**src/rtl/fp_pkg.sv**
```systemverilog
// IEEE-754 single-precision format: field constants, word layout, rounding modes, operand class
package fp_pkg;

  localparam int EXP_W   = 8;
  localparam int FRAC_W  = 23;
  localparam int SIG_W   = 24;   // Fraction plus hidden bit
  localparam int PROD_W  = 48;
  localparam int BIAS    = 127;
  localparam int EXP_MAX = 255;  // All-ones exponent

  // Sign, biased exponent, fraction
  typedef struct packed {
    logic              sign;
    logic [EXP_W-1:0]  exp;
    logic [FRAC_W-1:0] frac;
  } fp32_t;

  // Canonical quiet NaN
  localparam fp32_t QNAN = 32'h7FC0_0000;

  typedef enum logic [2:0] {
    rne = 3'd0,  // Nearest, ties to even
    rtz = 3'd1,  // Toward zero
    rdn = 3'd2,  // Toward minus infinity
    rup = 3'd3,  // Toward plus infinity
    rmm = 3'd4   // Nearest, ties away from zero
  } rnd_mode_e;

  // Class of an operand pair, not of a single operand
  typedef struct packed {
    logic nan;
    logic inf;
    logic zero;
  } fp_class_t;

endpackage
```
**src/rtl/mul_pkg.sv**
```systemverilog
// Multiplier pipeline payloads between stages and the result flags
package mul_pkg;

  import fp_pkg::*;

  typedef struct packed {
    logic nan;
    logic inf;
    logic zero;
    logic ovf;
    logic udf;
  } fp_flags_t;

  // Stage 1 to stage 2
  typedef struct packed {
    logic               valid;
    logic               sign;
    rnd_mode_e          rnd_mode;
    fp_class_t          cls;
    logic signed [9:0]  exp_sum;  // ea + eb - BIAS
    logic [PROD_W-1:0]  prod;
  } s1_t;

  // Stage 2 to output stage
  typedef struct packed {
    logic              valid;
    fp_class_t         cls;
    logic              sign;
    logic [EXP_W-1:0]  exp;
    logic [FRAC_W-1:0] frac;
    logic              ovf;
    logic              udf;
  } s2_t;

endpackage

```
**src/rtl/fp_mul_top.sv**
```systemverilog
// Pipelined single-precision multiplier, three stages, one operation per cycle
`timescale 1ns/1ps

module fp_mul_top import fp_pkg::*, mul_pkg::*; #(
  parameter int SIG_W = fp_pkg::SIG_W
) (
  input  logic      clk,
  input  logic      rst,
  input  logic      in_valid,
  input  fp32_t     op_a,
  input  fp32_t     op_b,
  input  rnd_mode_e rnd_mode,
  output logic      out_valid,
  output fp32_t     result,
  output fp_flags_t flags
);

  s1_t s1;
  s2_t s2;

  fp_mul_stage1 #(.SIG_W(SIG_W)) u_stage1 (
    .clk     (clk),
    .rst     (rst),
    .in_valid(in_valid),
    .op_a    (op_a),
    .op_b    (op_b),
    .rnd_mode(rnd_mode),
    .s1      (s1)
  );

  fp_norm_round u_norm_round (
    .clk(clk),
    .rst(rst),
    .s1 (s1),
    .s2 (s2)
  );

  fp_result_pack u_result_pack (
    .clk      (clk),
    .rst      (rst),
    .s2       (s2),
    .out_valid(out_valid),
    .result   (result),
    .flags    (flags)
  );

endmodule

```
**src/rtl/fp_result_pack.sv**
```systemverilog
// Multiplier stage 3: exception priority, result word and flags, output register
`timescale 1ns/1ps

module fp_result_pack import fp_pkg::*, mul_pkg::*; (
  input  logic      clk,
  input  logic      rst,
  input  s2_t       s2,
  output logic      out_valid,
  output fp32_t     result,
  output fp_flags_t flags
);

  fp32_t     result_d;
  fp_flags_t flags_d;

  always_comb begin
    if (s2.cls.nan) begin
      result_d = QNAN;
    end else if (s2.cls.inf || s2.ovf) begin
      result_d = {s2.sign, {EXP_W{1'b1}}, {FRAC_W{1'b0}}};
    end else if (s2.cls.zero || s2.udf) begin
      result_d = {s2.sign, {EXP_W{1'b0}}, {FRAC_W{1'b0}}};
    end else begin
      result_d = {s2.sign, s2.exp, s2.frac};
    end
  end

  // inf and zero follow the operand class; range faults have their own bits
  assign flags_d.nan  = s2.cls.nan;
  assign flags_d.inf  = s2.cls.inf && !s2.cls.nan;
  assign flags_d.zero = s2.cls.zero && !s2.cls.nan;
  assign flags_d.ovf  = s2.ovf;
  assign flags_d.udf  = s2.udf;

  always_ff @(posedge clk) begin
    result <= result_d;
    if (rst) begin
      out_valid <= 1'b0;
      flags     <= '0;
    end else begin
      out_valid <= s2.valid;
      flags     <= flags_d;
    end
  end

  // NaN class from stage 1 must suppress the range check of stage 2
  a_nan_ovf: assert property (@(posedge clk) disable iff (rst)
    out_valid |-> !(flags.nan && flags.ovf))
    else $error("nan and ovf flagged together");

endmodule

```
**src/rtl/fp_norm_round.sv**
```systemverilog
// Multiplier stage 2: normalize, round per mode, adjust exponent and check range
`timescale 1ns/1ps

module fp_norm_round import fp_pkg::*, mul_pkg::*; (
  input  logic clk,
  input  logic rst,
  input  s1_t  s1,
  output s2_t  s2
);

  logic              top;
  logic [SIG_W-1:0]  mant;
  logic              guard;
  logic              sticky;
  logic              inc;
  logic              carry;
  logic              special;
  logic [SIG_W:0]    rounded;
  logic [FRAC_W-1:0] frac;
  logic signed [9:0] exp_n;
  logic signed [9:0] exp_r;
  s2_t               s2_d;

  assign top = s1.prod[PROD_W-1];  // Product in [2,4)

  assign mant   = top ? s1.prod[PROD_W-1 -: SIG_W] : s1.prod[PROD_W-2 -: SIG_W];
  assign guard  = top ? s1.prod[PROD_W-1-SIG_W] : s1.prod[PROD_W-2-SIG_W];
  assign sticky = top ? |s1.prod[PROD_W-2-SIG_W:0] : |s1.prod[PROD_W-3-SIG_W:0];
  assign exp_n  = s1.exp_sum + $signed({9'd0, top});

  always_comb begin
    case (s1.rnd_mode)
      rne:     inc = guard && (sticky || mant[0]);
      rtz:     inc = 1'b0;
      rdn:     inc = s1.sign && (guard || sticky);
      rup:     inc = !s1.sign && (guard || sticky);
      rmm:     inc = guard;
      default: inc = 1'b0;
    endcase
  end

  assign rounded = {1'b0, mant} + {{SIG_W{1'b0}}, inc};
  assign carry   = rounded[SIG_W];  // All ones rounded up to 10.0
  assign frac    = carry ? rounded[SIG_W-1:1] : rounded[SIG_W-2:0];
  assign exp_r   = exp_n + $signed({9'd0, carry});

  assign special = s1.cls.nan || s1.cls.inf || s1.cls.zero;

  always_comb begin
    s2_d.valid = s1.valid;
    s2_d.cls   = s1.cls;
    s2_d.sign  = s1.sign;
    s2_d.exp   = exp_r[EXP_W-1:0];
    s2_d.frac  = frac;
    // Range only matters for finite nonzero operands
    s2_d.ovf   = !special && (exp_r >= EXP_MAX);
    s2_d.udf   = !special && (exp_r <= 0);
  end

  always_ff @(posedge clk) begin
    s2 <= s2_d;
    if (rst) begin
      s2.valid <= 1'b0;
    end
  end

  // Stage 1 must hand over a product in [1,4) for every ordinary operation
  a_lead_bit: assert property (@(posedge clk) disable iff (rst)
    (s1.valid && !special) |-> mant[SIG_W-1])
    else $error("leading significand bit clear after normalization");

endmodule

```
**src/rtl/fp_mul_stage1.sv**
```systemverilog
// Multiplier stage 1: operand unpack and classification, exponent sum, significand product
`timescale 1ns/1ps

module fp_mul_stage1 import fp_pkg::*, mul_pkg::*; #(
  parameter int SIG_W = fp_pkg::SIG_W
) (
  input  logic      clk,
  input  logic      rst,
  input  logic      in_valid,
  input  fp32_t     op_a,
  input  fp32_t     op_b,
  input  rnd_mode_e rnd_mode,
  output s1_t       s1
);

  logic [SIG_W-1:0]   sig_a;
  logic [SIG_W-1:0]   sig_b;
  logic [2*SIG_W-1:0] prod;
  logic               nan_a, nan_b, inf_a, inf_b, zero_a, zero_b;
  logic signed [9:0]  exp_sum;
  fp_class_t          cls;
  s1_t                s1_d;

  assign nan_a  = (&op_a.exp) && (|op_a.frac);
  assign nan_b  = (&op_b.exp) && (|op_b.frac);
  assign inf_a  = (&op_a.exp) && !(|op_a.frac);
  assign inf_b  = (&op_b.exp) && !(|op_b.frac);
  assign zero_a = (op_a.exp == '0);  // Subnormals flush to zero
  assign zero_b = (op_b.exp == '0);

  assign cls.nan  = nan_a || nan_b || (inf_a && zero_b) || (inf_b && zero_a);
  assign cls.inf  = inf_a || inf_b;
  assign cls.zero = zero_a || zero_b;

  assign sig_a = {|op_a.exp, op_a.frac};
  assign sig_b = {|op_b.exp, op_b.frac};

  assign exp_sum = 10'(op_a.exp) + 10'(op_b.exp) - 10'(BIAS);

  booth_multiplier #(.SIG_W(SIG_W)) u_booth (
    .a      (sig_a),
    .b      (sig_b),
    .product(prod)
  );

  always_comb begin
    s1_d.valid    = in_valid;
    s1_d.sign     = op_a.sign ^ op_b.sign;
    s1_d.rnd_mode = rnd_mode;
    s1_d.cls      = cls;
    s1_d.exp_sum  = exp_sum;
    s1_d.prod     = prod;
  end

  always_ff @(posedge clk) begin
    s1 <= s1_d;
    if (rst) begin
      s1.valid <= 1'b0;
    end
  end

endmodule

```
**src/rtl/booth_multiplier.sv**
```systemverilog
// Radix-8 Booth significand multiplier, unsigned operands, full-width product
`timescale 1ns/1ps

module booth_multiplier import fp_pkg::*; #(
  parameter int SIG_W = FRAC_W + 1
) (
  input  logic [SIG_W-1:0]   a,
  input  logic [SIG_W-1:0]   b,
  output logic [2*SIG_W-1:0] product
);

  localparam int PW = 2 * SIG_W;
  localparam int ND = (SIG_W + 3) / 3;  // Digits, incl. a zero sign bit

  logic [3*ND:0] a_ext;
  logic [PW-1:0] b1;
  logic [PW-1:0] b2;
  logic [PW-1:0] b3;
  logic [PW-1:0] b4;
  logic [PW-1:0] row [ND];
  logic [PW-1:0] acc [ND];

  assign a_ext = {{(3*ND-SIG_W){1'b0}}, a, 1'b0};

  assign b1 = {{SIG_W{1'b0}}, b};
  assign b2 = b1 << 1;
  assign b3 = b1 + b2;  // The one hard multiple
  assign b4 = b1 << 2;

  for (genvar i = 0; i < ND; i++) begin : g_row
    logic [3:0]    grp;
    logic [2:0]    sel;
    logic [PW-1:0] mag;

    assign grp = a_ext[3*i +: 4];
    // Negative digits fold onto the same magnitude table
    assign sel = grp[3] ? ~grp[2:0] : grp[2:0];

    always_comb begin
      case (sel)
        3'd0:       mag = '0;
        3'd1, 3'd2: mag = b1;
        3'd3, 3'd4: mag = b2;
        3'd5, 3'd6: mag = b3;
        default:    mag = b4;
      endcase
    end

    // Full-width two's complement gives the sign extension
    assign row[i] = (grp[3] ? -mag : mag) << (3 * i);
  end

  for (genvar i = 0; i < ND; i++) begin : g_sum
    if (i == 0) begin : g_first
      assign acc[i] = row[i];
    end else begin : g_add
      assign acc[i] = acc[i-1] + row[i];
    end
  end

  assign product = acc[ND-1];

  // Two normalized significands always land in [2^(PW-2), 2^PW)
  a_top_pair: assert final ($isunknown({a, b}) || !(a[SIG_W-1] && b[SIG_W-1]) ||
                            product[PW-1 -: 2] != 2'b00)
    else $error("booth product below normalized range");

endmodule

```
**config.mk**
```make
export PLATFORM = sky130hd
export DESIGN_NAME = fp_mul_top
export DESIGN_NICKNAME = d
export VERILOG_FILES = /design/src/rtl/fp_pkg.sv /design/src/rtl/mul_pkg.sv /design/src/rtl/fp_mul_top.sv /design/src/rtl/fp_result_pack.sv /design/src/rtl/fp_norm_round.sv /design/src/rtl/fp_mul_stage1.sv /design/src/rtl/booth_multiplier.sv
export SDC_FILE = /design/constraint.sdc
export NUM_CORES = 1
export LEC_CHECK = 0
export ABC_AREA = 1
export BUFFER_PORTS_ARGS = -buffer_cell sky130_fd_sc_hd__clkbuf_2
export CORE_AREA = 3 3 345 347
export DETAILED_ROUTE_END_ITERATION = 8
export DIE_AREA = 0 0 348 350
export PLACE_DENSITY = 0.49
export SETUP_SLACK_MARGIN = 0.05
export SYNTH_ARGS = -nofsm -noshare
export SYNTH_HDL_FRONTEND = slang
export SYNTH_HIERARCHICAL = 1
export SYNTH_SLANG_ARGS = --single-unit
```
**constraint.sdc**
```tcl
create_clock -name clk -period 9.8 [get_ports clk]
set_input_delay 0 -clock clk [delete_from_list [all_inputs] [get_ports clk]]
set_output_delay 0 -clock clk [all_outputs]
set_load 0.01 [all_outputs]
```
==> results.toml <==
[clock_network]
h-tree-depth = 4
cts_buffers = 17
tritoncts = "built"
worstSkewPairLatency_ns = 0.43
clk_path_buf_depth = 2
cts_hold_buf = 12
cts.clk_slew.worst_paths_ns = 0.07
cts_setup_buffers = 0
root_buffer = "clkbuf_16"
ctsResizeCount = 0
numClockSinks = 142

[timing]
relSlewSlack = 0.256
rsz0062_at_grt = "false"
hold_viol = 0
finalSetupTns_ns = 0
fin_crit_sh = 0.862
skew_ns = 0.0146
worstMarginPinSlew_ns = 1.12
fmax_mhz = 118
final-max-slew-violation-count = 0
post-route-min-period_ns = 8.45
finalSetupViolations = 0

[placed_design]
globalplace.congestion = 0.967
io_buffers = 107
dp_hpwl_mm = 94.1
dp_cells = 5915

[final_layout]
area_growth_syn_to_layout_pct = 9.96
finish.net_count = 4847
layout-drive-gt1-share = 0.0988
final_cells = 5960
final_cell_mix = "1109 x nand2_1, 789 x inv_1, 425 x nor2_1"
layout_commonest_cell = "nand2_1"

[routing]
drc = 0
antenna_left = 0
wirelength_mm = 111
wl_per_cell_um = 18.6
drt_iter0_markers = 2700
vias = 28189
first_pass_iters = 6
viasPerCell = 4.73

[critical_path]
worstSetupEndpoint = "u_stage1/s1[46]"
crit_type = "primary input to flip-flop"
required_ns = 10.15
worst_setup_path_end_kind = "flip-flop"
crit_cells = 39
critPathLaunchType = "primary input"
r2r_cells = 25
path_buf_inv = 8
startpoint = "op_b[23]"
regToRegStartpoint = "u_stage1/s1[47]"
crit_path_frequent_cell = "inv_1"
ff2ff_setup_slack_ns = 5.26
r2r_end = "u_norm_round/s2[0]"
max_stage_delay_ns = 0.62
cp_top_family = "adder cells"
critical_path_arrival_ns = 8.80
critPathSlowestCell = "nand4_1"
path_max_fanout = 9

[global_route]
grt_usage = 0.177
antenna_found_initial = 2
grt_pass1_wl_mm = 167
grt_max_degree = 50
grt-ovfl-total = 0
first_global_vias = 27102

[hold_path]
hold_class = "primary input to flip-flop"
worst_hold_path.num_cells = 3

[die]
ioPinCount = 108
die_x_um = 348
start_util = 0.240
design.die.area_sq_mm = 0.122
rows = 125
die_h_um = 350
coreArea_sq_mm = 0.116

[synthesis]
ys_seq_area_frac = 0.102
synth-compound-area-share = 0.123
yosysWarnings = 6
synthMuxAreaShare = 0
synth_xor_area_frac = 0.0911
synthAdderAreaFrac = 0.220
yosys.area_share.simple = 0.323
syn-num-nets = 4808
synth_cell_types = 66
syn-instance-count = 4383
synth_edf_count = 0
synth_top_family_by_area = "simple AND/OR/NAND/NOR gates"
synthFlopType = "dfxtp_1"
synth.avg_cell_area_sq_um = 6.36
syn-cell-area_sq_mm = 0.0279
synthArstFlopShare = 0
ys_ff_latch = 142

[run]
maxCapViolations = 0

[status]
status = "finished, final reports clean"
## stage by stage
| step | area, sq um | hold WS [ns] | util | setup slack [ns] |
|---|---|---|---|---|
| 6_report | 30600 | 0.0789 | 0.264 | 1.35 |
| 5_1_grt | 30600 | 0.0718 | 0.264 | 0.778 |
| 4_1_cts | 30600 | 0.0230 | 0.264 | 1.45 |
| 3_5_place_dp | 29900 | 0.121 | 0.257 | 0.996 |
| 3_3_place_gp | 29900 | 0.140 | 0.257 | 1.04 |
| 2_1_floorplan | 27900 | 0.0277 | - | 2.86 |
## cells in the mapped netlist, types with 17 or more instances
library cell     n  area, sq um
nand2_1       1109         4160
inv_1          789         2960
nor2_1         425         1600
nand3_1        236         1180
fa_1           225         4500
o21ai_0        167          836
xor2_1         161         1410
a21oi_1        160          801
dfxtp_1        142         2840
ha_1           130         1630
xnor2_1        106          928
nand4_1         75          469
clkbuf_1        71          267
nor2_2          57          357
o21ai_1         57          285
o22ai_1         50          313
nand2_2         42          263
buf_2           38          190
inv_2           34          128
a221oi_1        28          245
nand3_2         24          240
buf_6           17          191
o21ai_2         17          149
o21bai_1        17          128
## flip-flops by register name (all words and copies together) (netlist names)
register                 flops
u_norm_round/s2             38
u_result_pack/flags          5
u_result_pack/out_valid      1
u_result_pack/result        32
u_stage1/s1                 66
## worst min path at each step
| stage | startpoint | endpoint | slack, ns |
|---|---|---|---|
| global route | op_a[0] | u_stage1/s1[0] | 0.07 |
| floorplan | rnd_mode[0] | u_stage1/s1[61] | 0.03 |
| detailed placement | rnd_mode[2] | u_stage1/s1[63] | 0.12 |
| global placement | rnd_mode[2] | u_stage1/s1[63] | 0.14 |
| CTS | op_a[0] | u_stage1/s1[0] | 0.02 |
| finish | op_a[0] | u_stage1/s1[0] | 0.08 |
## logic make-up (layout without fill, tap and decap cells)
group	count (synthesis)	after routing
xor gates and xnor gates	278	278
buffers and inverters	981	1033
DFF	142	142
other	0	1
adders and majority gates	355	355
and+or+nand+nor	2049	2049
AOI/OAI and AO/OA	578	578
## metal layers
metal  wire length, um  global-route usage
met5                 0                   0
met4              4060              0.0600
met2             48400               0.288
met3              7330              0.0176
met1             50900               0.245
## worst reg2reg max path, delay by kind of cell, from the launching register on
kind / cells / cell delay [ns]
buffers and inverters: 3 / 0.78
and+or+nand+nor: 16 / 1.90
AOI/OAI and AO/OA: 2 / 0.54
adders and majority gates: 4 / 0.92
DFF: 1 / 0.32
## layout make-up
type                    instances  area, sq um
clock buffers                  18          439
multi-input cells            3260        21100
inverters                     832         3130
flip-flops and latches        142         2840
fillers                     13139        85600
repair buffers                169         1030
clock inverters                14          189
diodes                          1         2.50
well taps                    1524         1910
Power is not shown: default switching activity piles up to over one toggle a cycle in this logic, so the estimate is an artifact.
